File: config.mk
export PLATFORM = sky130hd
export DESIGN_NAME = mul_pipe
export DESIGN_NICKNAME = d
export VERILOG_FILES = /design/src/design/backend_pkg.sv /design/src/design/mul_pipe.sv
export SDC_FILE = /design/constraint.sdc
export NUM_CORES = 2
export LEC_CHECK = 0
export BUFFER_PORTS_ARGS = -buffer_cell sky130_fd_sc_hd__buf_2
export CORE_ASPECT_RATIO = 0.7
export CORE_UTILIZATION = 65
export CTS_CLUSTER_DIAMETER = 80
export CTS_CLUSTER_SIZE = 24
export DETAILED_ROUTE_END_ITERATION = 6
export PLACE_DENSITY = 0.93
export RECOVER_POWER = 25
export SLEW_MARGIN = 15
export SYNTH_ARGS = -nofsm -noshare
export SYNTH_HDL_FRONTEND = slang
export SYNTH_SLANG_ARGS = --single-unit
File: constraint.sdc
create_clock -name clk -period 11.13 [get_ports clk]
set_input_delay 0.5565 -clock clk [delete_from_list [all_inputs] [get_ports clk]]
set_output_delay 0.5565 -clock clk [all_outputs]
set_load 0.02 [all_outputs]
File: src/design/backend_pkg.sv
/*
 widths, op encodings and the request and result structs of the execute back end
 the two upper bits of mul_op_t are reserved and should be driven as zero
*/
package backend_pkg;

    localparam int XLEN        = 32;
    localparam int REG_ADDR_W  = 5;
    localparam int NUM_GPR     = 1 << REG_ADDR_W;
    localparam int SHAMT_W     = $clog2(XLEN);
    localparam int COMMIT_ID_W = 2;
    localparam int SB_DEPTH    = 1 << COMMIT_ID_W;  // one scoreboard entry per commit id
    localparam int MUL_STAGES  = 3;

    // functional unit that takes the op
    typedef enum logic {
        GRP_ALU = 1'b0,
        GRP_MUL = 1'b1
    } op_grp_e;

    typedef enum logic [3:0] {
        ALU_ADD  = 4'd0,
        ALU_SUB  = 4'd1,
        ALU_SLL  = 4'd2,
        ALU_SLT  = 4'd3,
        ALU_SLTU = 4'd4,
        ALU_XOR  = 4'd5,
        ALU_SRL  = 4'd6,
        ALU_SRA  = 4'd7,
        ALU_OR   = 4'd8,
        ALU_AND  = 4'd9
    } alu_op_e;

    typedef enum logic [1:0] {
        MUL_MUL    = 2'd0,  // low word
        MUL_MULH   = 2'd1,  // signed x signed, high word
        MUL_MULHSU = 2'd2,  // signed x unsigned
        MUL_MULHU  = 2'd3
    } mul_var_e;

    typedef struct packed {
        logic [1:0] rsvd;
        mul_var_e   variant;
    } mul_op_t;

    // op field, read as alu or mul view depending on op_grp_e
    typedef union packed {
        alu_op_e alu;
        mul_op_t mul;
    } op_info_u;

    typedef struct packed {
        op_grp_e                grp;
        op_info_u               op;
        logic [REG_ADDR_W-1:0]  rd;
        logic [REG_ADDR_W-1:0]  rs1;
        logic [REG_ADDR_W-1:0]  rs2;
        logic                   use_imm;  // operand 2 from imm instead of rs2
        logic [XLEN-1:0]        imm;
    } issue_op_t;

    typedef struct packed {
        logic                   valid;
        op_info_u               op;
        logic [XLEN-1:0]        op_a;
        logic [XLEN-1:0]        op_b;
        logic [REG_ADDR_W-1:0]  rd;
        logic [COMMIT_ID_W-1:0] commit_id;
    } exec_req_t;

    typedef struct packed {
        logic                   valid;
        logic [REG_ADDR_W-1:0]  rd;
        logic [XLEN-1:0]        data;
        logic [COMMIT_ID_W-1:0] commit_id;
    } unit_res_t;

    // register file write port
    typedef struct packed {
        logic                  valid;
        logic [REG_ADDR_W-1:0] waddr;
        logic [XLEN-1:0]       wdata;
    } wb_t;

endpackage
File: src/design/mul_pipe.sv
`timescale 1ns/1ps
/*
 three stage multiplier: extend, multiply, pick word; cannot be stalled
 datapath is written for MUL_STAGES == 3, the tag pipe follows MUL_STAGES
*/
module mul_pipe (
    input  logic                   clk,
    input  logic                   rst_n_i,
    input  backend_pkg::exec_req_t req_i,
    output backend_pkg::unit_res_t res_o
);

    backend_pkg::mul_var_e                mvar;
    logic                                 a_signed;
    logic                                 b_signed;
    logic signed [backend_pkg::XLEN:0]    s1_a_q;  // one extra bit carries sign or zero
    logic signed [backend_pkg::XLEN:0]    s1_b_q;
    backend_pkg::mul_var_e                s1_var_q;
    logic signed [2*backend_pkg::XLEN+1:0] s2_prod_q;
    backend_pkg::mul_var_e                s2_var_q;
    logic [backend_pkg::XLEN-1:0]         s3_data_q;
    logic [backend_pkg::MUL_STAGES-1:0]   vld_q;
    logic [backend_pkg::REG_ADDR_W-1:0]   rd_q  [backend_pkg::MUL_STAGES];
    logic [backend_pkg::COMMIT_ID_W-1:0]  cid_q [backend_pkg::MUL_STAGES];

    assign mvar     = req_i.op.mul.variant;
    assign a_signed = (mvar == backend_pkg::MUL_MULH) || (mvar == backend_pkg::MUL_MULHSU);
    assign b_signed = (mvar == backend_pkg::MUL_MULH);

    // tag pipe, valid only under reset
    always_ff @(posedge clk) begin
        if (!rst_n_i) begin
            vld_q <= '0;
        end else begin
            vld_q <= {vld_q[backend_pkg::MUL_STAGES-2:0], req_i.valid};
        end
    end

    always_ff @(posedge clk) begin
        rd_q[0]  <= req_i.rd;
        cid_q[0] <= req_i.commit_id;
        for (int i = 1; i < backend_pkg::MUL_STAGES; i++) begin
            rd_q[i]  <= rd_q[i-1];
            cid_q[i] <= cid_q[i-1];
        end
    end

    // stage 1 extend
    always_ff @(posedge clk) begin
        s1_a_q   <= {a_signed & req_i.op_a[backend_pkg::XLEN-1], req_i.op_a};
        s1_b_q   <= {b_signed & req_i.op_b[backend_pkg::XLEN-1], req_i.op_b};
        s1_var_q <= mvar;
    end

    // stage 2 full signed product
    always_ff @(posedge clk) begin
        s2_prod_q <= s1_a_q * s1_b_q;
        s2_var_q  <= s1_var_q;
    end

    // stage 3 word select
    always_ff @(posedge clk) begin
        if (s2_var_q == backend_pkg::MUL_MUL) begin
            s3_data_q <= s2_prod_q[backend_pkg::XLEN-1:0];
        end else begin
            s3_data_q <= s2_prod_q[2*backend_pkg::XLEN-1:backend_pkg::XLEN];
        end
    end

    always_comb begin
        res_o.valid     = vld_q[backend_pkg::MUL_STAGES-1];
        res_o.rd        = rd_q[backend_pkg::MUL_STAGES-1];
        res_o.data      = s3_data_q;
        res_o.commit_id = cid_q[backend_pkg::MUL_STAGES-1];
    end

endmodule

Word-level counts from Yosys, hierarchy flattened
Memories as Yosys holds them, arrays and structs flattened.
Index checks and enable logic that the tools add are counted.

operators by class
  $mul = 1
  equality and inequality tests = 2
  multiplexer cells = 1
  bitwise operators = 2
  reductions and logical operators = 2

operators by type and width
  operator                                              number
  multiplier 33 x 33 -> 64 bit                          1
  two-way mux 32 bit                                    1
  bitwise AND 1 bit                                     2
  equality test 2 x 1 -> 1 bit (second input constant)  1
  equality test 2 bit (second input constant)           1
  logical NOT 2 bit                                     1
  logical OR 1 bit                                      1

storage, ports and cells
  flip-flop bits (word level) = 169
  bits in writable memories = 21
  output and inout port bits = 40
  memories = 2

memory list
  memory  words  bits a word  rd ports  clocked after Yosys merged registers in  wr ports  line            RTL
  rd_q    3      5            3         0                                        3         mul_pipe.sv:23  logic [backend_pkg::REG_ADDR_W-1:0] rd_q [backend_pkg::MUL_STAGES];
  cid_q   3      2            3         0                                        3         mul_pipe.sv:24  logic [backend_pkg::COMMIT_ID_W-1:0] cid_q [backend_pkg::MUL_STAGES];

Depth between registers and ports, before layout
  depth in word-level cells = 3
  gate-level depth with buffers = 29

Worst setup path before layout
OpenSTA, ideal clock, no wires.

  path type = reg-to-reg
  start point = register s1_a_q[32] (netlist bit)
  end point = register s2_prod_q[62] (netlist bit)
  setup time = 0.123 ns
  arrival time = 7.638 ns
  path slack = 3.369 ns
  stages on the path, launching flop included = 26
  cells stage by stage = dfxtp_1 -> clkbuf_1 -> nand2_1 -> inv_1 -> fa_1 -> fa_1 -> fa_1 -> inv_1 -> fa_1 -> fa_1 -> inv_1 -> fa_1 -> fa_1 -> inv_1 -> fa_1 -> inv_1 -> ha_1 -> clkbuf_1 -> a21o_1 -> a21oi_1 -> nor2b_1 -> or4_1 -> a2111oi_1 -> o31a_1 -> o21ai_1 -> xor2_1

between the ends
  longest elaborated chain between the ends = 1

RTL lines
  element                       line            RTL
  start, declared               mul_pipe.sv:16  logic signed [backend_pkg::XLEN:0] s1_a_q;
  start signal, assigned        mul_pipe.sv:50  s1_a_q <= {a_signed & req_i.op_a[backend_pkg::XLEN-1], req_i.op_a};
  multiplier 33 x 33 -> 64 bit  mul_pipe.sv:57  s2_prod_q <= s1_a_q * s1_b_q;
  end signal, assigned          mul_pipe.sv:57
  end, declared                 mul_pipe.sv:19  logic signed [2*backend_pkg::XLEN+1:0] s2_prod_q;

Every way passes these cells.
A chain may end at the register's enable or synchronous reset.

Worst setup path in the final report
Ends and elaborated chain as after synthesis.

==> reports/metrics.cfg <==
[timing]
fin_crit_sh_pct = 88.6
worstMarginPinSlew_ps = 1270
hold_viol_final = 0
fmax_mhz = 101
fin_setup_tns_ps = 0
rsz0062_at_grt = false
finClkSkew_ps = 21.8
setup_violations = 0
maxSlewViolCount = 0
min_period_ps = 9860
slew_headroom_pct = 15.0

[detailed_routing]
via_per_inst = 5.90
dr_total_vias = 30800
drt-initial-drc-count = 3612
routed_wl_um = 122000
post-route-drc-count = 23
drtAntennaViolNets = 0
post_drt_wl_per_cell_um = 23.4
dr.pass1.iters = 7

[placed_design]
placed_area_mm2 = 0.0437
place_hpwl_um = 92500
place_congestion = 0.978
port_buffers = 115

[run_status]
status = finished with violations
violations = DRC

[global_route]
grt_pass1_vias = 34400
grt.overflow.total = 0
grt_pass1_wl_um = 193000
grt_max_degree = 35
antenna_found_initial = 2
grt_usage_pct = 39.3

[logic_synthesis]
synth_edf_count = 0
synth_top_area_cell = fa_1
syn_area_mm2 = 0.0424
yosys-top-cells-area = fa_1, inv_1, dfxtp_1
synth_top_flop_cell = dfxtp_1
syn-instance-count = 4357
syn_nets = 5773
ys_types = 64
async_flop_share_pct = 0
ys_ff_latch = 190
yosysSeqAreaShare_pct = 8.96
avgSynthCellArea_um2 = 9.74
synth_top_area_share_pct = 53.1
ys_warn_count = 0

[floorplanning]
rows = 77
die_w_um = 307
initial_core_util_pct = 66.4
core-area_mm2 = 0.0639
fp.dieH_um = 216
die_area_mm2 = 0.0663
ios = 118

[clock_network]
clockBufferDepth = 2
ctsRootBufferMaster = clkbuf_16
cts_tree = built
cts_setup_buffers = 0
hold_buffers = 0
htree_levels = 4
cts.sinks = 190
cts-resized-gates = 0
clk_pin_slew_ps = 100
clock_latency_ps = 520
cts_buffers = 17

[cells_and_area]
drive_above_1_share_pct = 6.52
fill_cells = 4273
design_area_mm2 = 0.0443
area_growth_pct = 4.39
fin_nets = 5743

[flow_run]
max-cap-violations = 0

[worst_setup_path]
crit_path_end_kind = flip-flop
cp.arrival_ps = 10270
path_class = flip-flop to flip-flop
start_kind = flip-flop
path_max_fanout = 16
required_ps = 11530

[min_path]
hp-class = input port to flip-flop

placed cells by master (no fill, tap or decap), types with 20 or more instances in the layout:
cell type	count
nor2_1	20
buf_2	115
dfxtp_2	32
a21o_1	29
nand2_1	548
and2_1	550
a21oi_1	60
xnor2_1	50
fa_1	1125
mux2_2	32
buf_4	56
ha_1	213
xor2_1	26
inv_1	1097
o21ai_0	31
nor2b_1	31
dfxtp_1	158
final timing paths:
check	startpoint	to	slack, ps	cells after the start
hold reg to reg	cid_q[0][1]$_DFF_P_	cid_q[0][3]$_DFF_P_	330	0
setup / recovery	s1_a_q[32]$_DFF_P_	s2_prod_q[62]$_DFF_P_	1270	20
hold / removal	req_i[66]	s1_a_q[27]$_DFF_P_	130	1
setup reg to reg	s1_a_q[32]$_DFF_P_	s2_prod_q[62]$_DFF_P_	1270	20
synth_stat cells (all sizes together) (12+ instances only):
cell / n
a21o: 29
a21oi: 61
and2: 551
buf: 14
clkbuf: 207
dfxtp: 190
fa: 1125
ha: 213
inv: 1097
mux2: 32
nand2: 548
nand2b: 14
nor2: 21
nor2b: 31
nor3: 12
o21ai: 34
xnor2: 50
xor2: 26
cells by family (layout without fill, tap and decap cells):
logic type | count (synthesis) | after routing | share of synthesized area, %
DFF | 190 | 190 | 8.96
xor gates and xnor gates | 76 | 76 | 1.57
adders and majority gates | 1338 | 1338 | 59.4
other | 0 | 3 | 0
AOI/OAI and AO/OA | 186 | 186 | 2.93
and+or+nand+nor | 1216 | 1216 | 14.5
muxes | 33 | 33 | 0.873
buffers and inverters | 1318 | 1301 | 11.8
stage by stage:
| step | utilization, % | hold slack, ps | std cells | setup slack [ps] |
|---|---|---|---|---|
| after CTS | 69.3 | 93.5 | 5208 | 1550 |
| after global placement | 68.4 | 310 | 5176 | 1690 |
| final | 69.3 | 125 | 5212 | 1270 |
| after floorplan | - | 310 | 4357 | 3370 |
| after detailed placement | 68.4 | 314 | 5176 | 1590 |
| after global routing | 69.3 | 109 | 5209 | 889 |
worst max-delay path, cell delays in order (launching register included):
cell       delay [ps]
dfxtp_1           900
nand2_1           210
inv_1             190
fa_1              530
fa_1              590
fa_1              980
inv_1             250
fa_1             1160
inv_1             440
fa_1              580
fa_1              530
fa_1              500
inv_1              50
fa_1              470
inv_1              40
ha_1              270
or4_1             550
a2111oi_1         830
o31a_1            370
o21ai_1           100
xor2_1            150
state kept, by name, summed over array words and instances, names as in the netlist:
name / count
s3_data_q: 32
rd_q: 15
s1_a_q: 33
s2_prod_q: 64
vld_q: 3
cid_q: 6
s1_var_q: 2
s1_b_q: 33
s2_var_q: 2
area by class of cell:
type,instances,area (um2),share of cell area (%)
flip-flops and latches,190,3840,8.68
repair buffers,172,1020,2.29
multi-input cells,2849,33600,76.0
diodes,3,7.51,0.0169
clock inverters,14,136,0.308
clock buffers,18,439,0.992
inverters,1097,4120,9.30
well taps,869,1090,2.45
layer usage:
| layer | wire length (um) | global-route usage, % | vias to the layer above |
|---|---|---|---|
| met2 | 51400 | 55.8 | 2546 |
| met4 | 7010 | 19.9 | 2 |
| met1 | 42900 | 51.6 | 15400 |
| met5 | 13 | 0 | - |
| met3 | 20900 | 17.0 | 519 |
| li1 | - | - | 12300 |
Power is left out: the tool's default activity adds up to more than one toggle a clock period on the data nets, which glitch-free logic cannot reach.
