### src/design/backend_pkg.sv
/*
 widths, op encodings and the request and result structs of the execute back end
 the two upper bits of mul_op_t are reserved and should be driven as zero
*/
package backend_pkg;

    localparam int XLEN        = 32;
    localparam int REG_ADDR_W  = 5;
    localparam int NUM_GPR     = 1 << REG_ADDR_W;
    localparam int SHAMT_W     = $clog2(XLEN);
    localparam int COMMIT_ID_W = 2;
    localparam int SB_DEPTH    = 1 << COMMIT_ID_W;  // one scoreboard entry per commit id
    localparam int MUL_STAGES  = 3;

    // functional unit that takes the op
    typedef enum logic {
        GRP_ALU = 1'b0,
        GRP_MUL = 1'b1
    } op_grp_e;

    typedef enum logic [3:0] {
        ALU_ADD  = 4'd0,
        ALU_SUB  = 4'd1,
        ALU_SLL  = 4'd2,
        ALU_SLT  = 4'd3,
        ALU_SLTU = 4'd4,
        ALU_XOR  = 4'd5,
        ALU_SRL  = 4'd6,
        ALU_SRA  = 4'd7,
        ALU_OR   = 4'd8,
        ALU_AND  = 4'd9
    } alu_op_e;

    typedef enum logic [1:0] {
        MUL_MUL    = 2'd0,  // low word
        MUL_MULH   = 2'd1,  // signed x signed, high word
        MUL_MULHSU = 2'd2,  // signed x unsigned
        MUL_MULHU  = 2'd3
    } mul_var_e;

    typedef struct packed {
        logic [1:0] rsvd;
        mul_var_e   variant;
    } mul_op_t;

    // op field, read as alu or mul view depending on op_grp_e
    typedef union packed {
        alu_op_e alu;
        mul_op_t mul;
    } op_info_u;

    typedef struct packed {
        op_grp_e                grp;
        op_info_u               op;
        logic [REG_ADDR_W-1:0]  rd;
        logic [REG_ADDR_W-1:0]  rs1;
        logic [REG_ADDR_W-1:0]  rs2;
        logic                   use_imm;  // operand 2 from imm instead of rs2
        logic [XLEN-1:0]        imm;
    } issue_op_t;

    typedef struct packed {
        logic                   valid;
        op_info_u               op;
        logic [XLEN-1:0]        op_a;
        logic [XLEN-1:0]        op_b;
        logic [REG_ADDR_W-1:0]  rd;
        logic [COMMIT_ID_W-1:0] commit_id;
    } exec_req_t;

    typedef struct packed {
        logic                   valid;
        logic [REG_ADDR_W-1:0]  rd;
        logic [XLEN-1:0]        data;
        logic [COMMIT_ID_W-1:0] commit_id;
    } unit_res_t;

    // register file write port
    typedef struct packed {
        logic                  valid;
        logic [REG_ADDR_W-1:0] waddr;
        logic [XLEN-1:0]       wdata;
    } wb_t;

endpackage
### src/design/alu.sv
`timescale 1ns/1ps
/*
 single cycle integer alu with a registered result
 result and tag are held while ready_i is low; the request must be held upstream too
*/
module alu (
    input  logic                   clk,
    input  logic                   rst_n_i,
    input  backend_pkg::exec_req_t req_i,
    input  logic                   ready_i,
    output backend_pkg::unit_res_t res_o
);

    logic [backend_pkg::XLEN-1:0]        a;
    logic [backend_pkg::XLEN-1:0]        b;
    logic [backend_pkg::SHAMT_W-1:0]     shamt;
    logic [backend_pkg::XLEN-1:0]        result;
    logic                                res_valid_q;
    logic [backend_pkg::REG_ADDR_W-1:0]  res_rd_q;
    logic [backend_pkg::XLEN-1:0]        res_data_q;
    logic [backend_pkg::COMMIT_ID_W-1:0] res_cid_q;

    assign a     = req_i.op_a;
    assign b     = req_i.op_b;
    assign shamt = b[backend_pkg::SHAMT_W-1:0];

    always_comb begin
        case (req_i.op.alu)
            backend_pkg::ALU_ADD:  result = a + b;
            backend_pkg::ALU_SUB:  result = a - b;
            backend_pkg::ALU_SLL:  result = a << shamt;
            backend_pkg::ALU_SLT:  result = {{(backend_pkg::XLEN-1){1'b0}}, $signed(a) < $signed(b)};
            backend_pkg::ALU_SLTU: result = {{(backend_pkg::XLEN-1){1'b0}}, a < b};
            backend_pkg::ALU_XOR:  result = a ^ b;
            backend_pkg::ALU_SRL:  result = a >> shamt;
            backend_pkg::ALU_SRA:  result = $unsigned($signed(a) >>> shamt);
            backend_pkg::ALU_OR:   result = a | b;
            backend_pkg::ALU_AND:  result = a & b;
            default:               result = '0;  // unused encodings
        endcase
    end

    always_ff @(posedge clk) begin
        if (!rst_n_i) begin
            res_valid_q <= 1'b0;
        end else if (ready_i) begin
            res_valid_q <= req_i.valid;
        end
    end

    always_ff @(posedge clk) begin
        if (ready_i) begin
            res_rd_q   <= req_i.rd;
            res_data_q <= result;
            res_cid_q  <= req_i.commit_id;
        end
    end

    always_comb begin
        res_o.valid     = res_valid_q;
        res_o.rd        = res_rd_q;
        res_o.data      = res_data_q;
        res_o.commit_id = res_cid_q;
    end

endmodule

### config.mk
export PLATFORM = sky130hd
export DESIGN_NAME = alu
export DESIGN_NICKNAME = d
export VERILOG_FILES = /design/src/design/backend_pkg.sv /design/src/design/alu.sv
export SDC_FILE = /design/constraint.sdc
export NUM_CORES = 1
export LEC_CHECK = 0
export BUFFER_PORTS_ARGS = -buffer_cell sky130_fd_sc_hd__buf_4
export CAP_MARGIN = 5
export CORE_UTILIZATION = 40
export CTS_CLUSTER_DIAMETER = 60
export CTS_CLUSTER_SIZE = 24
export DETAILED_ROUTE_END_ITERATION = 7
export PLACE_DENSITY = 0.58
export SLEW_MARGIN = 20
export SYNTH_ARGS = -nofsm -noshare
export SYNTH_HDL_FRONTEND = slang
export SYNTH_SLANG_ARGS = --single-unit
### constraint.sdc
create_clock -name clk -period 5.6 [get_ports clk]
set_input_delay 0.56 -clock clk [delete_from_list [all_inputs] [get_ports clk]]
set_output_delay 0.56 -clock clk [all_outputs]
set_load 0.1 [all_outputs]
== Word-level counts from Yosys, hierarchy flattened ==
Cells that the tools add are included.

* Register bits: 40
* Bits of input ports: 79
* Output and inout bits: 40
* Logic and storage cells: 25

* Add/sub/neg operators: 2
* Magnitude comparators: 2
* Equal/unequal tests: 9
* Shifts and indexed selects: 3
* Multiplexer cells: 1
* Bitwise operators: 3
* Reduce and logical (&&, ||, !) cells: 1

{| class="wikitable"
|+ Operators by type and width
! cell !! number
|-
| case mux 32 bit (10 select lines) || 1
|-
| less-than comparator 32 bit || 2
|-
| adder 32 bit || 1
|-
| bitwise AND 32 bit || 1
|-
| bitwise OR 32 bit || 1
|-
| left shift 32 x 5 -> 32 bit || 1
|-
| >> shifter 32 x 5 -> 32 bit || 1
|-
| >>> shifter 32 x 5 -> 32 bit || 1
|-
| subtractor 32 bit || 1
|-
| XOR 32 bit || 1
|-
| equality test 4 x 3 -> 1 bit, second input constant || 4
|-
| equality test 4 x 2 -> 1 bit, second input constant || 2
|-
| equality test 4 bit, second input constant || 2
|-
| equality test 4 x 1 -> 1 bit, second input constant || 1
|-
| zero test 4 bit || 1
|}

== Longest topological paths before layout ==
* Depth in word-level cells: 2
* Depth in mapped cells: 14
* Mapped depth without buffers: 12

== Worst setup path before layout ==
No wires, ideal clock.

* Kind: input-to-reg
* Start: input port req_i[9] (netlist bit)
* End: register res_data_q[30] (netlist bit), data pin
* Setup time: 0.263 ns
* Arrival time: 3.894 ns
* Required time: 5.337 ns
* Path slack: 1.443 ns
* Stages: 14
* Buffers on the path: 4
* Cells stage by stage: inv_2 > buf_2 > buf_1 > clkbuf_1 > ha_1 > clkbuf_1 > nor3b_1 > o31ai_1 > a2111oi_0 > a211o_1 > o221ai_2 > or4_1 > a41oi_1 > nand3b_1

* Cells in the longest elaborated chain, start to end: 2
* Elaborated cells on any way between the ends: 6
* Those cells by class: add/sub (2); shift (3); mux (1)

{| class="wikitable"
|+ RTL lines
! item !! line !! RTL
|-
| from (decl) || alu.sv:9 || <nowiki>input backend_pkg::exec_req_t req_i,</nowiki>
|-
| subtractor 32 bit, or another cell as far along || alu.sv:30 || <nowiki>backend_pkg::ALU_SUB: result = a - b;</nowiki>
|-
| case mux 32 bit (10 select lines) * || alu.sv:28 || <nowiki>case (req_i.op.alu)</nowiki>
|-
| via result, one bit || alu.sv:17 || <nowiki>logic [backend_pkg::XLEN-1:0] result;</nowiki>
|-
| to (signal assigned) || alu.sv:54 || <nowiki>res_data_q <= result;</nowiki>
|-
| to (decl) || alu.sv:20 || <nowiki>logic [backend_pkg::XLEN-1:0] res_data_q;</nowiki>
|}

Mark *: on every way through the listed nets, which the timed path passes. The rest lies on a longest branch.
A chain may end at the register's enable or synchronous reset.

== Worst setup path in the final report ==
* Start: input port req_i[10] (netlist bit)
* End: register res_data_q[31] (netlist bit), data pin

The elaborated chain is that of the path after synthesis.

==> flow_metrics.py <==
metrics = {
    "status": {
        "status": "finished, final reports clean",
    },
    "drt": {
        "vias": 10810,
        "wl_per_cell_um": 24.89,
        "firstDrtPassIters": 5,
        "ant_nets": 0,
        "drt_iter0_markers": 1383,
        "drc": 0,
        "drt_wl_total_mm": 40.25,
        "vias_per_cell": 6.684,
    },
    "layout": {
        "nFillCells": 2461,
        "nNetsFinal": 1470,
        "multi_input_area_um2": 7916,
        "regArea_um2": 1191,
        "syn_to_final_growth_pct": 12.00,
        "antenna-diode-count": 0,
        "drive_gt1_share_pct": 18.33,
    },
    "setup_path": {
        "slowest_stage": "a311oi_1",
        "start_kind": "input port",
        "cp_slowest_stage_delay_ps": 500,
        "arrival_ps": 3950,
        "critPathMaxFanout": 58,
        "crit_chain": "buf_4 > inv_2 > buf_4 > ha_1 > o21ba_2 > nor4_1 > o31a_1 > o211ai_1 > a311oi_1 > mux2i_1 > o211ai_1",
        "required_ps": 5640,
        "critPathCaptureType": "register",
        "r2r_cells": 2,
        "worstSetupPathType": "input port to register",
    },
    "synthesis": {
        "netlist_top_cells_area": "mux4_2, ha_1, edfxtp_1, a21oi_1, nor2_1",
        "synthSimpleGateAreaFrac_pct": 18.48,
        "synth_top_area_share_pct": 14.66,
        "synth-edff-count": 39,
        "synth_area_leader_cell": "mux4_2",
        "yosysSeqAreaShare_pct": 12.12,
        "synth_nets": 1427,
        "synthCells": 1249,
        "synthAdderAreaFrac_pct": 12.75,
        "synth_area_um2": 9831,
        "ys_warn_count": 0,
        "synth_area_per_cell_um2": 7.871,
        "yosysMostFrequentCell": "nor2_1",
        "synth_cell_types": 80,
        "synth_compound_area_share_pct": 29.17,
        "synth-main-ff-cell": "edfxtp_1",
        "synth_top_family_by_area": "compound AO/OA/AOI/OAI gates",
        "synth_seq_cells": 40,
        "async_reset_ff_share_pct": 0,
        "synthTopCellsByCount": "nor2_1, a21oi_1, ha_1, inv_1, nand2_1",
        "synthXorXnorAreaFrac_pct": 0.3564,
        "synth_mux_area_share_pct": 19.28,
    },
    "floorplan": {
        "initial_core_util_pct": 40.66,
        "die_w_um": 158.8,
        "core_area_um2": 24180,
        "num_rows": 57,
        "die_h_um": 158.8,
        "pin_count": 119,
        "die-area_um2": 25210,
    },
    "sta": {
        "fmax_mhz": 255.3,
        "hold_viol": 0,
        "min_period_ps": 3917,
        "slew_violations": 0,
        "finClkSkew_ps": 0,
        "worstMarginPinSlew_ps": 922.7,
        "rsz0062_at_grt": "false",
        "slew_headroom_pct": 38.27,
        "setup_tns_ps": 0,
        "timing.final.crit_share_pct": 69.95,
        "setup_violations": 0,
    },
    "power_and_ir_drop": {
        "p_leak_nw": 4.630,
        "p_per_area_nw_per_um2": 176.2,
        "total_power_mw": 1.940,
        "irDropWorstVdd_uv": 107.4,
    },
    "clock_network": {
        "clock_latency_ps": 300,
        "cts_max_level": 2,
        "cts_buffers": 5,
        "root_buffer": "clkbuf_16",
        "clock-sinks": 40,
        "holdBufCountCts": 0,
        "cts_resized": 0,
        "clock_path_buffers": 2,
        "cts_tree": "yes",
        "clkSlewWorstSetupHoldPaths_ps": 70,
        "cts_setup_buffers": 0,
    },
    "grt": {
        "grt_pass1_wl_mm": 61.41,
        "grt_use_total_pct": 31.26,
        "grt_overflow": 0,
        "antenna_found_initial": 1,
        "grt_max_degree": 61,
        "grt_pass1_vias": 9805,
    },
    "placed_design": {
        "hpwl_mm": 30.53,
        "globalplace.congestion": 0.9725,
        "port_buffers": 118,
    },
    "worst_hold_path": {
        "holdPathStages": 1,
        "worstHoldPathType": "input port to register",
    },
    "job": {
        "cap_violations": 0,
    },
}
==> routing by layer <==
metal  part of all wire, %  wire, um  track usage (%)  up-vias
li1                      -         -                -     4849
met1                    44     17540            46.26     5213
met2                    44     17750            47.19      670
met3                   9.6      3857            3.474       76
met4                   2.8      1108            9.400        0
met5                     0         0                0        -
==> final timing paths <==
path,startpoint,to,slack (ps)
setup reg to reg,res_valid_q,res_valid_q,5010
setup / recovery,req_i[10],res_data_q[31],1680
hold / removal,req_i[3],res_rd_q[1],430
hold reg to reg,res_valid_q,res_valid_q,530
==> worst max-delay path, delay by kind of cell <==
| family | cells | cell delay (ps) |
|---|---|---|
| buffers and inverters | 3 | 820 |
| adders and majority gates | 1 | 290 |
| AOI/OAI and AO/OA | 5 | 1650 |
| muxes | 1 | 230 |
| and+or+nand+nor | 1 | 360 |
==> layout by cell type (no fill, tap or decap), types with 8 or more instances in the layout <==
master / Yosys / routed
ha_1: 97 / 97
nor2b_1: 13 / 13
or3_1: 13 / 13
o21a_1: 9 / 9
o2111ai_1: 8 / 8
edfxtp_1: 39 / 39
o31ai_1: 13 / 13
a31oi_1: 13 / 13
nor3_1: 25 / 25
mux4_2: 64 / 64
o211ai_1: 15 / 15
inv_1: 93 / 93
a211oi_1: 26 / 26
a21o_1: 20 / 20
a21oi_1: 105 / 105
nand2b_1: 9 / 9
nand4_1: 10 / 10
a221oi_1: 20 / 20
o22ai_1: 23 / 23
nand2_1: 91 / 90
o21ai_0: 82 / 82
nand3_1: 18 / 18
o221ai_1: 13 / 13
nor2_1: 140 / 140
mux2i_1: 36 / 36
buf_4: 2 / 132
or4_1: 8 / 8
nor4_1: 13 / 12
a22oi_1: 8 / 8
==> power by group <==
part           switching, mW  internal [mW]  total [mW]  leakage, nW
Sequential            0.0127          0.374       0.386        0.389
Combinational          0.839          0.396        1.23         4.17
Clock                  0.141          0.178       0.319       0.0701
==> cell families (layout without fill, tap and decap cells) <==
family	after synthesis	in the layout
compound gates	428	428
xor+xnor	4	4
flops	40	40
fa+ha+maj	99	99
mux	107	107
buf+inv	191	235
simple gates	380	380
==> per-stage QoR <==
step	hold WS, ps	utilization [%]	worst slack [ps]	area, um^2	instances
2_1_floorplan	483.9	-	1443	9831	1249
5_1_grt	426.8	45.54	1520	11010	1617
4_1_cts	427.3	45.51	1794	11000	1617
3_3_place_gp	508.0	44.88	1528	10850	1609
6_report	430.9	45.54	1683	11010	1617
3_5_place_dp	522.1	44.88	1520	10850	1609
==> cell type report <==
type                       count  area share [%]
clock buffer                   7           1.295
clock inverter                 1         0.06818
inverter                      95           3.239
multi-input combinational   1018           71.90
sequential                    40           10.82
tap                          324           3.682
timing repair buffer         132           9.000
==> flip-flops by register name (all words and copies together), names as in the netlist <==
name and count:
res_data_q 32, res_rd_q 5, res_cid_q 2, res_valid_q 1
No activity file was read; power rests on OpenSTA's default activity.
