[config.mk]
export PLATFORM = sky130hd
export DESIGN_NAME = dispatch
export DESIGN_NICKNAME = d
export VERILOG_FILES = /design/src/design/backend_pkg.sv /design/src/design/dispatch.sv
export SDC_FILE = /design/constraint.sdc
export NUM_CORES = 1
export LEC_CHECK = 0
export BUFFER_PORTS_ARGS = -buffer_cell sky130_fd_sc_hd__buf_4
export CAP_MARGIN = 5
export CORE_MARGIN = 5
export CORE_UTILIZATION = 43
export DETAILED_ROUTE_END_ITERATION = 7
export GPL_ROUTABILITY_DRIVEN = 0
export PLACE_DENSITY = 0.76
export RECOVER_POWER = 100
export SLEW_MARGIN = 20
export SYNTH_ARGS = -nofsm -noshare
export SYNTH_HDL_FRONTEND = slang
export SYNTH_SLANG_ARGS = --single-unit
export TNS_END_PERCENT = 1
[constraint.sdc]
create_clock -name clk -period 5.2 [get_ports clk]
set_clock_uncertainty 0.15 [all_clocks]
set_input_delay 0.26 -clock clk [delete_from_list [all_inputs] [get_ports clk]]
set_output_delay 0.26 -clock clk [all_outputs]
set_load 0.05 [all_outputs]
[src/design/backend_pkg.sv]
/*
 widths, op encodings and the request and result structs of the execute back end
 the two upper bits of mul_op_t are reserved and should be driven as zero
*/
package backend_pkg;

    localparam int XLEN        = 32;
    localparam int REG_ADDR_W  = 5;
    localparam int NUM_GPR     = 1 << REG_ADDR_W;
    localparam int SHAMT_W     = $clog2(XLEN);
    localparam int COMMIT_ID_W = 2;
    localparam int SB_DEPTH    = 1 << COMMIT_ID_W;  // one scoreboard entry per commit id
    localparam int MUL_STAGES  = 3;

    // functional unit that takes the op
    typedef enum logic {
        GRP_ALU = 1'b0,
        GRP_MUL = 1'b1
    } op_grp_e;

    typedef enum logic [3:0] {
        ALU_ADD  = 4'd0,
        ALU_SUB  = 4'd1,
        ALU_SLL  = 4'd2,
        ALU_SLT  = 4'd3,
        ALU_SLTU = 4'd4,
        ALU_XOR  = 4'd5,
        ALU_SRL  = 4'd6,
        ALU_SRA  = 4'd7,
        ALU_OR   = 4'd8,
        ALU_AND  = 4'd9
    } alu_op_e;

    typedef enum logic [1:0] {
        MUL_MUL    = 2'd0,  // low word
        MUL_MULH   = 2'd1,  // signed x signed, high word
        MUL_MULHSU = 2'd2,  // signed x unsigned
        MUL_MULHU  = 2'd3
    } mul_var_e;

    typedef struct packed {
        logic [1:0] rsvd;
        mul_var_e   variant;
    } mul_op_t;

    // op field, read as alu or mul view depending on op_grp_e
    typedef union packed {
        alu_op_e alu;
        mul_op_t mul;
    } op_info_u;

    typedef struct packed {
        op_grp_e                grp;
        op_info_u               op;
        logic [REG_ADDR_W-1:0]  rd;
        logic [REG_ADDR_W-1:0]  rs1;
        logic [REG_ADDR_W-1:0]  rs2;
        logic                   use_imm;  // operand 2 from imm instead of rs2
        logic [XLEN-1:0]        imm;
    } issue_op_t;

    typedef struct packed {
        logic                   valid;
        op_info_u               op;
        logic [XLEN-1:0]        op_a;
        logic [XLEN-1:0]        op_b;
        logic [REG_ADDR_W-1:0]  rd;
        logic [COMMIT_ID_W-1:0] commit_id;
    } exec_req_t;

    typedef struct packed {
        logic                   valid;
        logic [REG_ADDR_W-1:0]  rd;
        logic [XLEN-1:0]        data;
        logic [COMMIT_ID_W-1:0] commit_id;
    } unit_res_t;

    // register file write port
    typedef struct packed {
        logic                  valid;
        logic [REG_ADDR_W-1:0] waddr;
        logic [XLEN-1:0]       wdata;
    } wb_t;

endpackage
[src/design/dispatch.sv]
`timescale 1ns/1ps
/*
 hazard check, commit id allocation and one pipe register per unit
 ops with rd == x0 take no scoreboard entry; a held alu request blocks new issue
*/
module dispatch (
    input  logic                                clk,
    input  logic                                rst_n_i,
    input  logic                                issue_valid_i,
    input  backend_pkg::issue_op_t              issue_op_i,
    input  logic [backend_pkg::XLEN-1:0]        rs1_rdata_i,
    input  logic [backend_pkg::XLEN-1:0]        rs2_rdata_i,
    input  logic                                alu_ready_i,
    input  logic                                commit_valid_i,
    input  logic [backend_pkg::COMMIT_ID_W-1:0] commit_id_i,
    output logic [backend_pkg::REG_ADDR_W-1:0]  rs1_addr_o,
    output logic [backend_pkg::REG_ADDR_W-1:0]  rs2_addr_o,
    output backend_pkg::exec_req_t              alu_req_o,
    output backend_pkg::exec_req_t              mul_req_o,
    output logic                                stall_o
);

    logic [backend_pkg::SB_DEPTH-1:0]    sb_valid_q;
    logic [backend_pkg::REG_ADDR_W-1:0]  sb_rd_q [backend_pkg::SB_DEPTH];
    logic                                sb_hit;
    logic                                sb_full;
    logic [backend_pkg::COMMIT_ID_W-1:0] alloc_id;
    logic                                accept;
    logic                                writes_rd;
    backend_pkg::exec_req_t              req_d;
    backend_pkg::exec_req_t              alu_req_q;
    backend_pkg::exec_req_t              mul_req_q;

    assign rs1_addr_o = issue_op_i.rs1;  // gpr read is combinational
    assign rs2_addr_o = issue_op_i.rs2;

    // match against every pending destination
    always_comb begin
        sb_hit = 1'b0;
        for (int i = 0; i < backend_pkg::SB_DEPTH; i++) begin
            if (sb_valid_q[i] &&
                (sb_rd_q[i] == issue_op_i.rs1 ||
                 (!issue_op_i.use_imm && sb_rd_q[i] == issue_op_i.rs2) ||
                 sb_rd_q[i] == issue_op_i.rd)) begin
                sb_hit = 1'b1;
            end
        end
    end

    // lowest free entry wins
    always_comb begin
        alloc_id = '0;
        for (int i = backend_pkg::SB_DEPTH - 1; i >= 0; i--) begin
            if (!sb_valid_q[i]) begin
                alloc_id = backend_pkg::COMMIT_ID_W'(i);
            end
        end
    end

    assign sb_full   = &sb_valid_q;
    assign stall_o   = issue_valid_i && (sb_hit || sb_full || !alu_ready_i);
    assign accept    = issue_valid_i && !stall_o;
    assign writes_rd = (issue_op_i.rd != '0);

    // commit frees, issue allocates; never the same entry in one cycle
    always_ff @(posedge clk) begin
        if (!rst_n_i) begin
            sb_valid_q <= '0;
        end else begin
            if (commit_valid_i) begin
                sb_valid_q[commit_id_i] <= 1'b0;
            end
            if (accept && writes_rd) begin
                sb_valid_q[alloc_id] <= 1'b1;
            end
        end
    end

    always_ff @(posedge clk) begin
        if (accept && writes_rd) begin
            sb_rd_q[alloc_id] <= issue_op_i.rd;
        end
    end

    always_comb begin
        req_d.valid     = 1'b1;
        req_d.op        = issue_op_i.op;
        req_d.op_a      = rs1_rdata_i;
        req_d.op_b      = issue_op_i.use_imm ? issue_op_i.imm : rs2_rdata_i;
        req_d.rd        = issue_op_i.rd;
        req_d.commit_id = alloc_id;
    end

    // alu request stays put while the alu result is held
    always_ff @(posedge clk) begin
        if (!rst_n_i) begin
            alu_req_q.valid <= 1'b0;
            mul_req_q.valid <= 1'b0;
        end else begin
            if (accept && issue_op_i.grp == backend_pkg::GRP_ALU) begin
                alu_req_q <= req_d;
            end else if (alu_ready_i) begin
                alu_req_q.valid <= 1'b0;
            end
            if (accept && issue_op_i.grp == backend_pkg::GRP_MUL) begin
                mul_req_q <= req_d;
            end else begin
                mul_req_q.valid <= 1'b0;  // multiplier never waits
            end
        end
    end

    assign alu_req_o = alu_req_q;
    assign mul_req_o = mul_req_q;

endmodule

# After elaboration in Yosys (flattened, before gate mapping)
# Memories as Yosys holds them, arrays and structs flattened.
# Index checks and enable logic that the tools add are counted.
# totals
ramBits	20
output_inout_bits	163
regBits	156
inputBits	124
memories	1
# memory_table
name	words	word_bits	rd	rd_clocked_by_memory_dff	write_ports	line	source
sb_rd_q	4	5	4	0	1	dispatch.sv:24	logic [backend_pkg::REG_ADDR_W-1:0] sb_rd_q [backend_pkg::SB_DEPTH];
# op_classes
eq_ne	12
magnitude_cmp	4
bitwise_logic	4
n_reduce_logical	33
n_mux	21
# op_table
op	count
== test 5 bit	12
two-way mux 32 bit	1
logical AND 1 bit	15
two-way mux 4 bit	3
two-way mux 1 bit	11
logical OR 1 bit	10
two-way mux 2 bit	4
less-than comparator 2 x 3 -> 1 bit, second input constant	2
nonzero test 5 bit	1
AND 4 bit	1
demux 1 bit (select 2 bit)	2
>= comparator 2 x 1 -> 1 bit, second input constant	2
inverter 4 bit	1
OR 4 bit	1
AND reduction 2 bit	2
AND reduction 4 bit	1
logical NOT 1 bit	3
nonzero test 2 bit	1
inverter 1 bit	1

# Longest topological paths before layout
# An unclocked memory read counts as a cell.
# depth
word_depth	18
mapped_depth	8
mapped_depth_nobuf	6

# Least setup slack after synthesis
# Ideal clock, no wire load.
# synth_timing
path_kind	reg2reg
startpoint	memory sb_rd_q[0][3] (netlist bit)
endpoint	register alu_req_q (netlist bit alu_req_o[0]), enable pin
n_path_buf	1
arrival_time_ns	4.634
stages_incl_launch_ff	8
setup_time_ns	0.509
required_ns	4.541
slack_ns	-0.092
path_cell_list	edfxtp_1 -> xor2_1 -> nor4_1 -> nand3_1 -> nand3_1 -> or4_4 -> buf_6 -> nor2_1
# synth_lines
element	line	source
from (decl)	dispatch.sv:24	
to (signal assigned)	dispatch.sv:101	alu_req_q <= req_d;
to (decl)	dispatch.sv:31	backend_pkg::exec_req_t alu_req_q;

# Worst setup path in the final report
# layout_timing
startpoint	input port issue_op_i[32] (netlist bit)
endpoint	register alu_req_q (netlist bit alu_req_o[62]), enable pin
# layout_between
elab_chain_cells	16
word_cells_on_any_way	28
classes_between	mux: 4; reduce/logical: 24
# layout_rtl
element	line	source
from (decl)	dispatch.sv:10	input backend_pkg::issue_op_t issue_op_i,
logical NOT 1 bit *	dispatch.sv:43	(!issue_op_i.use_imm && sb_rd_q[i] == issue_op_i.rs2) ||
logical AND 1 bit	dispatch.sv:43	
logical OR 1 bit	dispatch.sv:42	(sb_rd_q[i] == issue_op_i.rs1 ||
logical OR 1 bit	dispatch.sv:43	
logical AND 1 bit	dispatch.sv:41	if (sb_valid_q[i] &&
two-way mux 1 bit (3 in series)	dispatch.sv:41	
two-way mux 1 bit *	dispatch.sv:41	
logical OR 1 bit * (2 in series)	dispatch.sv:61	assign stall_o = issue_valid_i && (sb_hit || sb_full || !alu_ready_i);
logical AND 1 bit *	dispatch.sv:61	
logical NOT 1 bit *	dispatch.sv:62	assign accept = issue_valid_i && !stall_o;
logical AND 1 bit *	dispatch.sv:62	
logical AND 1 bit *	dispatch.sv:100	if (accept && issue_op_i.grp == backend_pkg::GRP_ALU) begin
AND reduction 2 bit (no source line) *	n/a	
# Mark *: on every way between the ends. The rest lies on a longest branch, timed or not.
# A chain may end at the register's enable or synchronous reset.

==> key figures <==
Status
  – Status: finished with violations
  – Failing checks: capacitance limit, slew limit

Placement
  – IO buf count: 286
  – Final HPWL DP: ~13,000 µm
  – DP Worst Slack: 2.13 ns

Synthesis
  – Ys flop type: edfxtp_1
  – Avg Cell Area, Syn: 18.6 µm²
  – Synthesized Nets: 482
  – Post-synth EDFFs: between 150 and 200
  – Gate count after technology mapping: between 300 and 400
  – Post-synthesis cell area: 0.00666 mm²
  – Flip-flop and latch count after synthesis: ~180
  – Synth async-reset ratio: 0%
  – Yosys cell types: 34
  – Post-synthesis sequential area ratio: 78.5%
  – Yosys warning count: 0

CTS
  – Num CTS Buffers: 17
  – CTS sink cnt: 176
  – Hold Buf Count CTS: 77
  – CTS Root Cell: clkbuf_16
  – Clk buf depth: 2
  – TritonCTS clock tree: yes
  – Clk_lat worst skew: 0.43 ns
  – H-tree depth: 4
  – Clock-pin slew on the worst setup and hold paths: 0.06 ns
  – Resized Gates After CTS: 0
  – Setup bufs post-CTS: 0

STA
  – Final worst-path cycle share: 76.2%
  – Slew Viols, Final: 37
  – RSZ-0062 raised after global routing: no
  – Pin slew with the least headroom to its limit: between 2 and 2.5 ns
  – Slew HR: -36.2%
  – Final worst slack: 1.24 ns
  – Setup tns final: 0 ns
  – Fin crit period: 3.96 ns
  – Hold violation total from the final report: 0
  – Achievable Freq: 252 MHz
  – Setup violators final: 0

Pwr
  – PwrDens: 330 mW/mm²
  – Leakage: 0.00339 µW
  – VDD IR-drop max: 0.191 mV

Setup path
  – Slowest-stage cell, CP: clkbuf_1
  – Critical Path Sink Type: flop
  – Top cell by count, worst path: or4_1
  – Crit-path cells: clkbuf_1 > or4_1 > nand4_1 > or4_1 > nor2_4 > buf_12
  – Req. time, crit path: 5.14 ns
  – Slowest Stage Delay on Critical Path: roughly 1.4 ns
  – WS Path Type: in -> reg
  – CP Launch Type: input port
  – R2R Setup Slk: ~1.9 ns
  – Crit path DAT: around 3.9 ns
  – Buffers & Inverters on Critical Path: 2
  – Delay-heaviest family, CP: buffers and inverters
  – CP Max Fanout: 59

GRT
  – Initial antenna violation count: 0
  – First-pass GRT wire length: 28,400 µm
  – Largest net degree at the start of global routing: 60
  – Grt ovf: 0
  – All-Layer GR Usage: 21.0%
  – Vias in the first global route: 5,059

Die
  – Die area: 0.0181 mm²
  – Die Width: 134 µm
  – Io pins: 287
  – Std cell rows: 45
  – Core ar.: between 0.015 and 0.02 mm²
  – Initial Util: a little over two fifths
  – Die Height: 134 µm

Routing
  – DRC errors left: 0
  – Remaining antenna violation count: 0
  – WL/cell: 20.9 µm
  – Vias per inst: between 5 and 6
  – Drt first pass iters: 4
  – Initial DRC Count: about 300
  – WL final: slightly below 20,000 µm
  – Via Count: 4,661

Final layout
  – Fin util: 63.8%
  – Most frequent cells in the layout: clkbuf_1, edfxtp_1, dlygate4sd3_1
  – Inserted Diodes: 0
  – Most common cell after layout, fill and taps aside: clkbuf_1
  – Area Growth Syn to Fin: 45.5%
  – Layout cells sized above 1: about a fifth
  – Final net count: 849

Flow run
  – Max Cap Violations: 1

Hold path
  – Worst hold-check path type: in -> reg
## power by group
part           leakage [µW]  internal (µW)  total, µW  switching, µW
Combinational       0.00152            144        345            201
Sequential          0.00160           1590       1600           11.4
Clock              0.000278            752       1260            504
## state kept, by name (all words and copies together) (netlist names)
register and flops:
alu_req_o 76, mul_req_o 76, sb_valid_q 4, sb_rd_q 20
## cell families after synthesis
kind of cell	Yosys count	synth area share, %
compound gates	11	1.22
xor+xnor	60	7.89
buf+inv	27	2.29
flops	176	78.5
mux	32	5.41
simple gates	52	4.73
## through the flow
step	cell area (µm²)	power [µW]	hold WS [ns]	instances
floorplan	6660	1810	0.209	358
global placement	8960	1940	0.295	810
detailed placement	8960	1950	0.297	810
CTS	10300	3240	0.0000654	919
global route	9690	3310	0.00123	926
finish	9690	3200	0.00978	926
## worst paths after layout
path | start | to | depth (start not counted)
setup / recovery | issue_op_i[32] | alu_req_o[62] | 6
setup reg to reg | sb_rd_q[1][3] | alu_req_o[62] | 7
hold / removal | rs2_rdata_i[15] | alu_req_o[22] | 2
hold reg to reg | alu_req_o[75] | alu_req_o[75] | 2
## Yosys cell counts, types with 4 or more instances
library cell / count / share of area (%)
edfxtp_1: 170 / 77
buf_2: 5 / 0.38
dfxtp_1: 6 / 1.8
nand3_1: 14 / 1.1
nand3b_1: 4 / 0.45
xor2_1: 41 / 5.4
buf_4: 10 / 1.1
clkbuf_1: 7 / 0.39
xnor2_1: 19 / 2.5
mux2_2: 32 / 5.4
nor4_1: 11 / 1.0
## area by class of cell
| type | count | area, µm² |
|---|---|---|
| multi-input cells | 155 | 1290 |
| clock buffers | 21 | 440 |
| inverters | 3 | 11.3 |
| clock inverters | 11 | 140 |
| well taps | 188 | 235 |
| flip-flops and latches | 176 | 5230 |
| repair buffers | 372 | 2350 |
| fillers | 1223 | 5510 |
## metal layers
metal	vias to the layer above	track usage, %	part of all wire [%]	wire length [µm]
met5	-	0	0	0
met4	0	8.65	2.9	555
met3	37	9.65	9.7	1880
met2	233	38.0	54	10500
met1	2284	20.9	33	6440
li1	2107	-	-	-
(Power assumes the default switching activity.)
