--- src/design/backend_pkg.sv ---
/*
 widths, op encodings and the request and result structs of the execute back end
 the two upper bits of mul_op_t are reserved and should be driven as zero
*/
package backend_pkg;

    localparam int XLEN        = 32;
    localparam int REG_ADDR_W  = 5;
    localparam int NUM_GPR     = 1 << REG_ADDR_W;
    localparam int SHAMT_W     = $clog2(XLEN);
    localparam int COMMIT_ID_W = 2;
    localparam int SB_DEPTH    = 1 << COMMIT_ID_W;  // one scoreboard entry per commit id
    localparam int MUL_STAGES  = 3;

    // functional unit that takes the op
    typedef enum logic {
        GRP_ALU = 1'b0,
        GRP_MUL = 1'b1
    } op_grp_e;

    typedef enum logic [3:0] {
        ALU_ADD  = 4'd0,
        ALU_SUB  = 4'd1,
        ALU_SLL  = 4'd2,
        ALU_SLT  = 4'd3,
        ALU_SLTU = 4'd4,
        ALU_XOR  = 4'd5,
        ALU_SRL  = 4'd6,
        ALU_SRA  = 4'd7,
        ALU_OR   = 4'd8,
        ALU_AND  = 4'd9
    } alu_op_e;

    typedef enum logic [1:0] {
        MUL_MUL    = 2'd0,  // low word
        MUL_MULH   = 2'd1,  // signed x signed, high word
        MUL_MULHSU = 2'd2,  // signed x unsigned
        MUL_MULHU  = 2'd3
    } mul_var_e;

    typedef struct packed {
        logic [1:0] rsvd;
        mul_var_e   variant;
    } mul_op_t;

    // op field, read as alu or mul view depending on op_grp_e
    typedef union packed {
        alu_op_e alu;
        mul_op_t mul;
    } op_info_u;

    typedef struct packed {
        op_grp_e                grp;
        op_info_u               op;
        logic [REG_ADDR_W-1:0]  rd;
        logic [REG_ADDR_W-1:0]  rs1;
        logic [REG_ADDR_W-1:0]  rs2;
        logic                   use_imm;  // operand 2 from imm instead of rs2
        logic [XLEN-1:0]        imm;
    } issue_op_t;

    typedef struct packed {
        logic                   valid;
        op_info_u               op;
        logic [XLEN-1:0]        op_a;
        logic [XLEN-1:0]        op_b;
        logic [REG_ADDR_W-1:0]  rd;
        logic [COMMIT_ID_W-1:0] commit_id;
    } exec_req_t;

    typedef struct packed {
        logic                   valid;
        logic [REG_ADDR_W-1:0]  rd;
        logic [XLEN-1:0]        data;
        logic [COMMIT_ID_W-1:0] commit_id;
    } unit_res_t;

    // register file write port
    typedef struct packed {
        logic                  valid;
        logic [REG_ADDR_W-1:0] waddr;
        logic [XLEN-1:0]       wdata;
    } wb_t;

endpackage
--- src/design/wbu.sv ---
`timescale 1ns/1ps
/*
 combinational writeback arbiter, the multiplier always wins
 the losing alu result is held by the alu via alu_ready_o
*/
module wbu (
    input  backend_pkg::unit_res_t               alu_res_i,
    input  backend_pkg::unit_res_t               mul_res_i,
    output logic                                 alu_ready_o,
    output backend_pkg::wb_t                     wb_o,
    output logic                                 commit_valid_o,
    output logic [backend_pkg::COMMIT_ID_W-1:0]  commit_id_o
);

    backend_pkg::unit_res_t win;
    logic                   win_writes;

    assign win        = mul_res_i.valid ? mul_res_i : alu_res_i;
    assign win_writes = win.valid && (win.rd != '0);  // x0 ops end here

    // conflict stalls the alu one cycle
    assign alu_ready_o = !(mul_res_i.valid && alu_res_i.valid);

    always_comb begin
        wb_o.valid = win_writes;
        wb_o.waddr = win.rd;
        wb_o.wdata = win.data;
    end

    // frees the scoreboard entry at the same edge as the gpr write
    assign commit_valid_o = win_writes;
    assign commit_id_o    = win.commit_id;

endmodule

--- config.mk ---
export PLATFORM = sky130hd
export DESIGN_NAME = wbu
export DESIGN_NICKNAME = d
export VERILOG_FILES = /design/src/design/backend_pkg.sv /design/src/design/wbu.sv
export SDC_FILE = /design/constraint.sdc
export NUM_CORES = 1
export LEC_CHECK = 0
export BUFFER_PORTS_ARGS = -buffer_cell sky130_fd_sc_hd__buf_2
export CORE_ASPECT_RATIO = 0.9
export CORE_MARGIN = 1
export CORE_UTILIZATION = 23
export DETAILED_ROUTE_END_ITERATION = 7
export GPL_TIMING_DRIVEN = 0
export PLACE_DENSITY = 0.91
export SKIP_LAST_GASP = 1
export SYNTH_ARGS = -nofsm -noshare
export SYNTH_HDL_FRONTEND = slang
export SYNTH_SLANG_ARGS = --single-unit
--- constraint.sdc ---
create_clock -name vclk -period 1.16
set_input_delay 0 -clock vclk [all_inputs]
set_output_delay 0 -clock vclk [all_outputs]
set_load 0.05 [all_outputs]
; ---- Word level (Yosys, flattened, before mapping)
; Index checks and enable logic that the tools add are counted.
[word_totals]
regBits = 0
elab_cells = 5
input_bits = 80
[op_classes]
mux = 1
reduce_logical = 4
[ops]
columns = operator, count
row1 = $mux W40, 1
row2 = $reduce_bool A5 Y1, 1
row3 = $logic_and A1 B1 Y1, 2
row4 = $logic_not A1 Y1, 1

; ---- Depth between registers and ports, before layout
; Gate-level depths: netlist of the first run.
[depth]
depth_word = 3
ltp_mapped = 4
mapped_depth_nobuf = 3

; ---- Least setup slack after synthesis of the first run
; No wires, ideal clock.
[synth_path]
path_kind = input to output
startpoint = input mul_res_i[39] in the netlist's numbering
endpoint = output wb_o[37] in the netlist's numbering
n_path_buf = 1
arrival_ps = 1586
path_stages = 4
slack_ps = -426
path_cell_list = mux2_2 or4_1 o22a_1 buf_4
[synth_between]
elab_chain_cells = 3
[synth_rtl]
columns = item, line_no
row1 = start: declaration, wbu.sv:8  ; input backend_pkg::unit_res_t mul_res_i,
row2 = $mux W40 (*), wbu.sv:18  ; assign win = mul_res_i.valid ? mul_res_i : alu_res_i;
row3 = $reduce_bool A5 Y1, wbu.sv:19  ; assign win_writes = win.valid && (win.rd != '0);
row4 = $logic_and A1 B1 Y1 (*), wbu.sv:19
row5 = end: declaration, wbu.sv:10  ; output backend_pkg::wb_t wb_o,
; Mark *: on every way between the ends. The rest lies on a longest branch, timed or not.

==> results of run 1 <==
==> cell usage in the layout (no fill, tap or decap), drive strengths merged <==
master,synthesis,final
nand2,1,1
or4,1,1
buf,5,127
o22a,1,1
mux2,39,39
==> worst paths after layout <==
| kind | from | to | cells past startpoint |
|---|---|---|---|
| worst max-delay path | mul_res_i[39] | wb_o[37] | 6 |
| worst min-delay path | alu_res_i[39] | alu_ready_o | 3 |
==> cell usage after synthesis <==
library cell              number  area share (%)
sky130_fd_sc_hd__or4_1         1             1.5
sky130_fd_sc_hd__mux2_2       37              84
sky130_fd_sc_hd__buf_4         1             1.5
sky130_fd_sc_hd__nand2_1       1            0.76
sky130_fd_sc_hd__buf_2         4             4.1
sky130_fd_sc_hd__mux2_4        2             6.1
sky130_fd_sc_hd__o22a_1        1             1.8
==> metrics by stage <==
step / hold slack [ps] / cells / total power, mW / instance area (um^2) / utilization, %
global placement: 337 / 194 / 0.811 / 1150 / 58.5
global route: 356 / 194 / 0.872 / 1180 / 60.1
detailed placement: 344 / 194 / 0.821 / 1150 / 58.5
floorplan: 217 / 47 / 0.583 / 510 / -
CTS: 344 / 194 / 0.838 / 1180 / 60.1
finish: 339 / 194 / 0.832 / 1180 / 60.1
==> area by class of cell <==
cell class	instances	area, um^2
fillers	204	787
repair buffers	122	631
multi-input cells	42	483
plain buffers	5	38.8
well taps	25	31.3
==> power by group through the flow <==
stage	combinational, mW	sequential, mW	clock [mW]
after global placement	0.811	0	0
after global routing	0.872	0	0
after floorplan	0.583	0	0
after CTS	0.838	0	0
final	0.832	0	0
after detailed placement	0.821	0	0
==> logic make-up after synthesis <==
| logic type | synth area share [%] |
|---|---|
| muxes | 90.4 |
| buffers and inverters | 5.57 |
| AOI/OAI and AO/OA | 1.77 |
| and+or+nand+nor | 2.28 |
==> layer usage <==
metal | part of all wire, % | up-vias | global-route usage [%] | wire [um]
li1 | - | 424 | - | -
met1 | 33 | 384 | 14.9 | 728
met2 | 57 | 54 | 36.5 | 1250
met3 | 10 | 0 | 1.67 | 222
met4 | 0 | 0 | 0 | 0
met5 | 0 | - | 0 | 0
==> what timing repair did <==
item | 4_1_cts | 5_1_grt
pin swaps | 2 | 1
endpoints found under the setup margin | 30 | 16
resized for setup | 10 | 0
==> impl_metrics.ini, run 1 <==
[timing]
max_clk_rate_mhz = 726
max-slew-margin-rel_pct = 82.8
setup_viol = 2
grt_setup_unrepaired = yes
worst_setup_slack_final_ps = -217
timing_worst_slew_pin_value_ps = 260
timing.final.hold_violations = 0
maxSlewViolCount = 0
totalNegativeSetupSlack_ps = -394
finalWorstPathRequiredPeriod_ps = 1380
period_share_pct = 119

[synth]
synthDistinctLibCells = 7
ys_seq_area_share_pct = 0
number_of_warning_messages_in_the_yosys_log = 0
avg_cell_area_syn_um2 = 10.5
synth_cells = 47
mappedNetlistArea_um2 = 494
synth_nets = 127

[layout]
antenna_cells_inserted = 0
flow.area_growth_from_synthesis_pct = 139
clock_buffer_count = 0
final_layout_size_suffix_gt1_share_pct = 99.4
fin_nets = 251
seq_cells = 0
final-seq-area_um2 = 0

[worst_setup_path]
worstSetupEndpointType = primary output
required_ps = 1160
arrival_ps = 1380
timing.critical_path.mode_cell = sky130_fd_sc_hd__buf_8
cpPeakStageDelay_ps = 530
cpMaxStageDelayCell = sky130_fd_sc_hd__or4_4
path_buf_inv = 3
timing.critical_path.fanout_max = 5
crit_chain = buf_8 -> mux2_4 -> or4_4 -> o22a_4 -> buf_6 -> buf_8
setup.worst_path.start_class = primary input
category_of_the_critical_setup_timing_path = in -> out
worst_path_dominant_cell_family = simple AND/OR/NAND/NOR gates

[global_route]
grt_pass1_wl_um = 2830
total_global_routing_track_utilization_pct = 15.5
overflow = 0
vias_in_the_first_global_route = 726
antenna_found_initial = 0
maximum_number_of_pins_on_one_net_before_global_route_repair = 11

[outcome]
failed_checks = setup timing
run_status = finished, violations left

[clock_network]
post_cts.repair.setup_buffers = 0
ctsHoldBuffers = 0

[drt]
drt_drc_violations_left = 0
detail_route.first_pass.iterations = 4
drt_iter0_markers = 2
wl_per_cell_um = 11.3
drt_wirelength_um = 2200
final_antenna_net_count = 0
vias_per_cell = 4.44
dr_total_vias = 862

[power_and_ir_drop]
sw_frac_of_total_pct = 64.5
internal_portion_of_total_power_uw = 295
power-per-cell-area_nw_per_um2 = 703
power.share.combinational_pct = 100.0
power.share.sequential_pct = 0
ir_worst_vdd_uv = 479
total_switching_power_uw = 537
p_clk_share_pct = 0
leakage_nw = 0.684

[worst_hold_path]
hold_class = in -> out

[die]
design.die.area_um2 = 2340
dieWidth_um = 50.9
start_util_pct = 25.1
rows = 15
floorplan.die.height_um = 46.0
floorplan.io_pins = 122
core-area_um2 = 1970

[placement]
place_ws_ps = -350
io_buffers = 122
place.gp.congestion = 0.711

[run]
cap_viol_max_count = 0
Note: power is estimated with default switching activity, not from simulation.
==> run 2, diff against run 1 <==
--- a/config.mk
+++ b/config.mk
@@ -6,7 +6,7 @@
 export NUM_CORES = 1
 export LEC_CHECK = 0
 export BUFFER_PORTS_ARGS = -buffer_cell sky130_fd_sc_hd__buf_2
-export CORE_ASPECT_RATIO = 0.9
+export CORE_ASPECT_RATIO = 1.5
 export CORE_MARGIN = 1
 export CORE_UTILIZATION = 23
 export DETAILED_ROUTE_END_ITERATION = 7
==> run 2 against run 1 <==
Compared with the run above:
- the flow still finishes with violations (setup timing)
- sequential share of layout area unchanged
- first-iteration DRC count increased to 3.0 times the previous value
- combinational power increased by 0.5%
- critical path type unchanged
- critical endpoint unchanged
- largest cell class unchanged
==> impl_metrics.ini, run 2 (synthesis results as in run 1) <==
[power_and_ir_drop]
leakage_nw = 0.684
ir_worst_vdd_uv = 462
power-per-cell-area_nw_per_um2 = 708

[die]
start_util_pct = 24.4
dieWidth_um = 39.9
floorplan.die.height_um = 58.8
rows = 20
design.die.area_um2 = 2340
floorplan.io_pins = 122
core-area_um2 = 2030

[drt]
detailroute.wirelength.met3_um = 269
wl_per_cell_um = 11.6
drt_iter0_markers = 6
drt_drc_violations_left = 0
final_antenna_net_count = 0
wl_met2_um = 1220
wirelength_met1_um = 723
detail_route.first_pass.iterations = 4
route.top_layer_used = met3
vias_per_cell = 4.52
drt_wirelength_um = 2210
dr_total_vias = 863

[global_route]
maximum_number_of_pins_on_one_net_before_global_route_repair = 11
overflow = 0
vias_in_the_first_global_route = 764
total_global_routing_track_utilization_pct = 16.9
antenna_found_initial = 0
grt_pass1_wl_um = 2960

[timing]
maxSlewViolCount = 0
max-slew-margin-rel_pct = 82.7
grt_setup_unrepaired = yes
timing.final.hold_violations = 0
worst_setup_slack_final_ps = -221
finalWorstPathRequiredPeriod_ps = 1380
max_clk_rate_mhz = 724
setup_viol = 2
timing_worst_slew_pin_value_ps = 261
period_share_pct = 119

[worst_setup_path]
path_buf_inv = 3
setup.worst_path.start_class = primary input
category_of_the_critical_setup_timing_path = in -> out
arrival_ps = 1380
worstSetupEndpointType = primary output
cpPeakStageDelay_ps = 530
cpMaxStageDelayCell = sky130_fd_sc_hd__or4_4
required_ps = 1160
timing.critical_path.mode_cell = sky130_fd_sc_hd__buf_8
timing.critical_path.fanout_max = 5
worst_path_dominant_cell_family = simple AND/OR/NAND/NOR gates
crit_chain = buf_8 -> mux2_4 -> or4_4 -> o22a_4 -> buf_6 -> buf_8

[layout]
flow.area_growth_from_synthesis_pct = 139
final_cells = 191
layout.cells.most_common = sky130_fd_sc_hd__buf_2
final_std_cell_area_no_fill_um2 = 1180
antenna_cells_inserted = 0
mostFrequentLayoutCells = sky130_fd_sc_hd__buf_2 (121), sky130_fd_sc_hd__mux2_2 (36), sky130_fd_sc_hd__mux2_4 (3), sky130_fd_sc_hd__buf_4 (3), sky130_fd_sc_hd__buf_8 (2)
fill_cells = 188
fin_nets = 251
final_layout_size_suffix_gt1_share_pct = 99.4
final-seq-area_um2 = 0
seq_cells = 0
clock_buffer_count = 0

[placement]
io_buffers = 122
postPlaceCellArea_um2 = 1150
post-place-cells = 191
place_ws_ps = -349
hpwlAfterDp_um = 2010
place.gp.congestion = 0.689

[outcome]
run_status = finished, violations left
failed_checks = setup timing

[worst_hold_path]
hold_class = in -> out

[run]
cap_viol_max_count = 0

[clock_network]
ctsHoldBuffers = 0
==> run 2: cell counts in the layout (fill, tap and decap cells not counted) <==
Identical to the previous run, type by type.
==> run 2: layout make-up <==
type | count | area (um^2) | share of cell area (%)
repair buffers | 122 | 631 | 53.4
multi-input cells | 42 | 483 | 40.9
plain buffers | 5 | 38.8 | 3.29
well taps | 22 | 27.5 | 2.33
==> run 2: per-stage QoR <==
| stage | util, % | total power, mW | setup TNS [ps] | hold WS [ps] |
|---|---|---|---|---|
| final | 58.2 | 0.836 | -399 | 349 |
| after global routing | 58.2 | 0.878 | -491 | 353 |
| after CTS | 58.2 | 0.842 | -445 | 352 |
| after detailed placement | 56.7 | 0.824 | -3110 | 350 |
| after global placement | 56.7 | 0.816 | -3150 | 347 |
| after floorplan | - | 0.583 | -254 | 217 |
==> run 2: where the power goes <==
part	total, mW	leakage, nW	switching (mW)	internal (mW)
Clock	0	0	0	0
Sequential	0	0	0	0
Combinational	0.836	0.684	0.540	0.295
==> run 2: final timing paths <==
| kind | slack [ps] | depth (start not counted) | end | start |
|---|---|---|---|---|
| worst min-delay path | 350 | 3 | alu_ready_o | alu_res_i[39] |
| worst max-delay path | -220 | 6 | wb_o[37] | mul_res_i[39] |
==> run 2: per-layer routing <==
| metal | global-route usage [%] | vias to the layer above |
|---|---|---|
| met5 | 0 | - |
| met4 | 0.985 | 0 |
| met3 | 1.13 | 0 |
| met2 | 35.1 | 67 |
| met1 | 17.4 | 371 |
| li1 | - | 425 |
==> run 2: what timing repair did <==
item | 4_1_cts | 5_1_grt
cloned | 0 | 0
gates resized for setup | 10 | 0
endpoints found under the hold margin | 0 | 0
pin swaps | 2 | 1
buffers inserted | 0 | 0
setup endpoints to repair | 30 | 12
==> run 2: tightest hold or removal path, cell delays in order <==
cell	delay, ps
sky130_fd_sc_hd__buf_2	100
sky130_fd_sc_hd__nand2_1	50
sky130_fd_sc_hd__buf_2	200
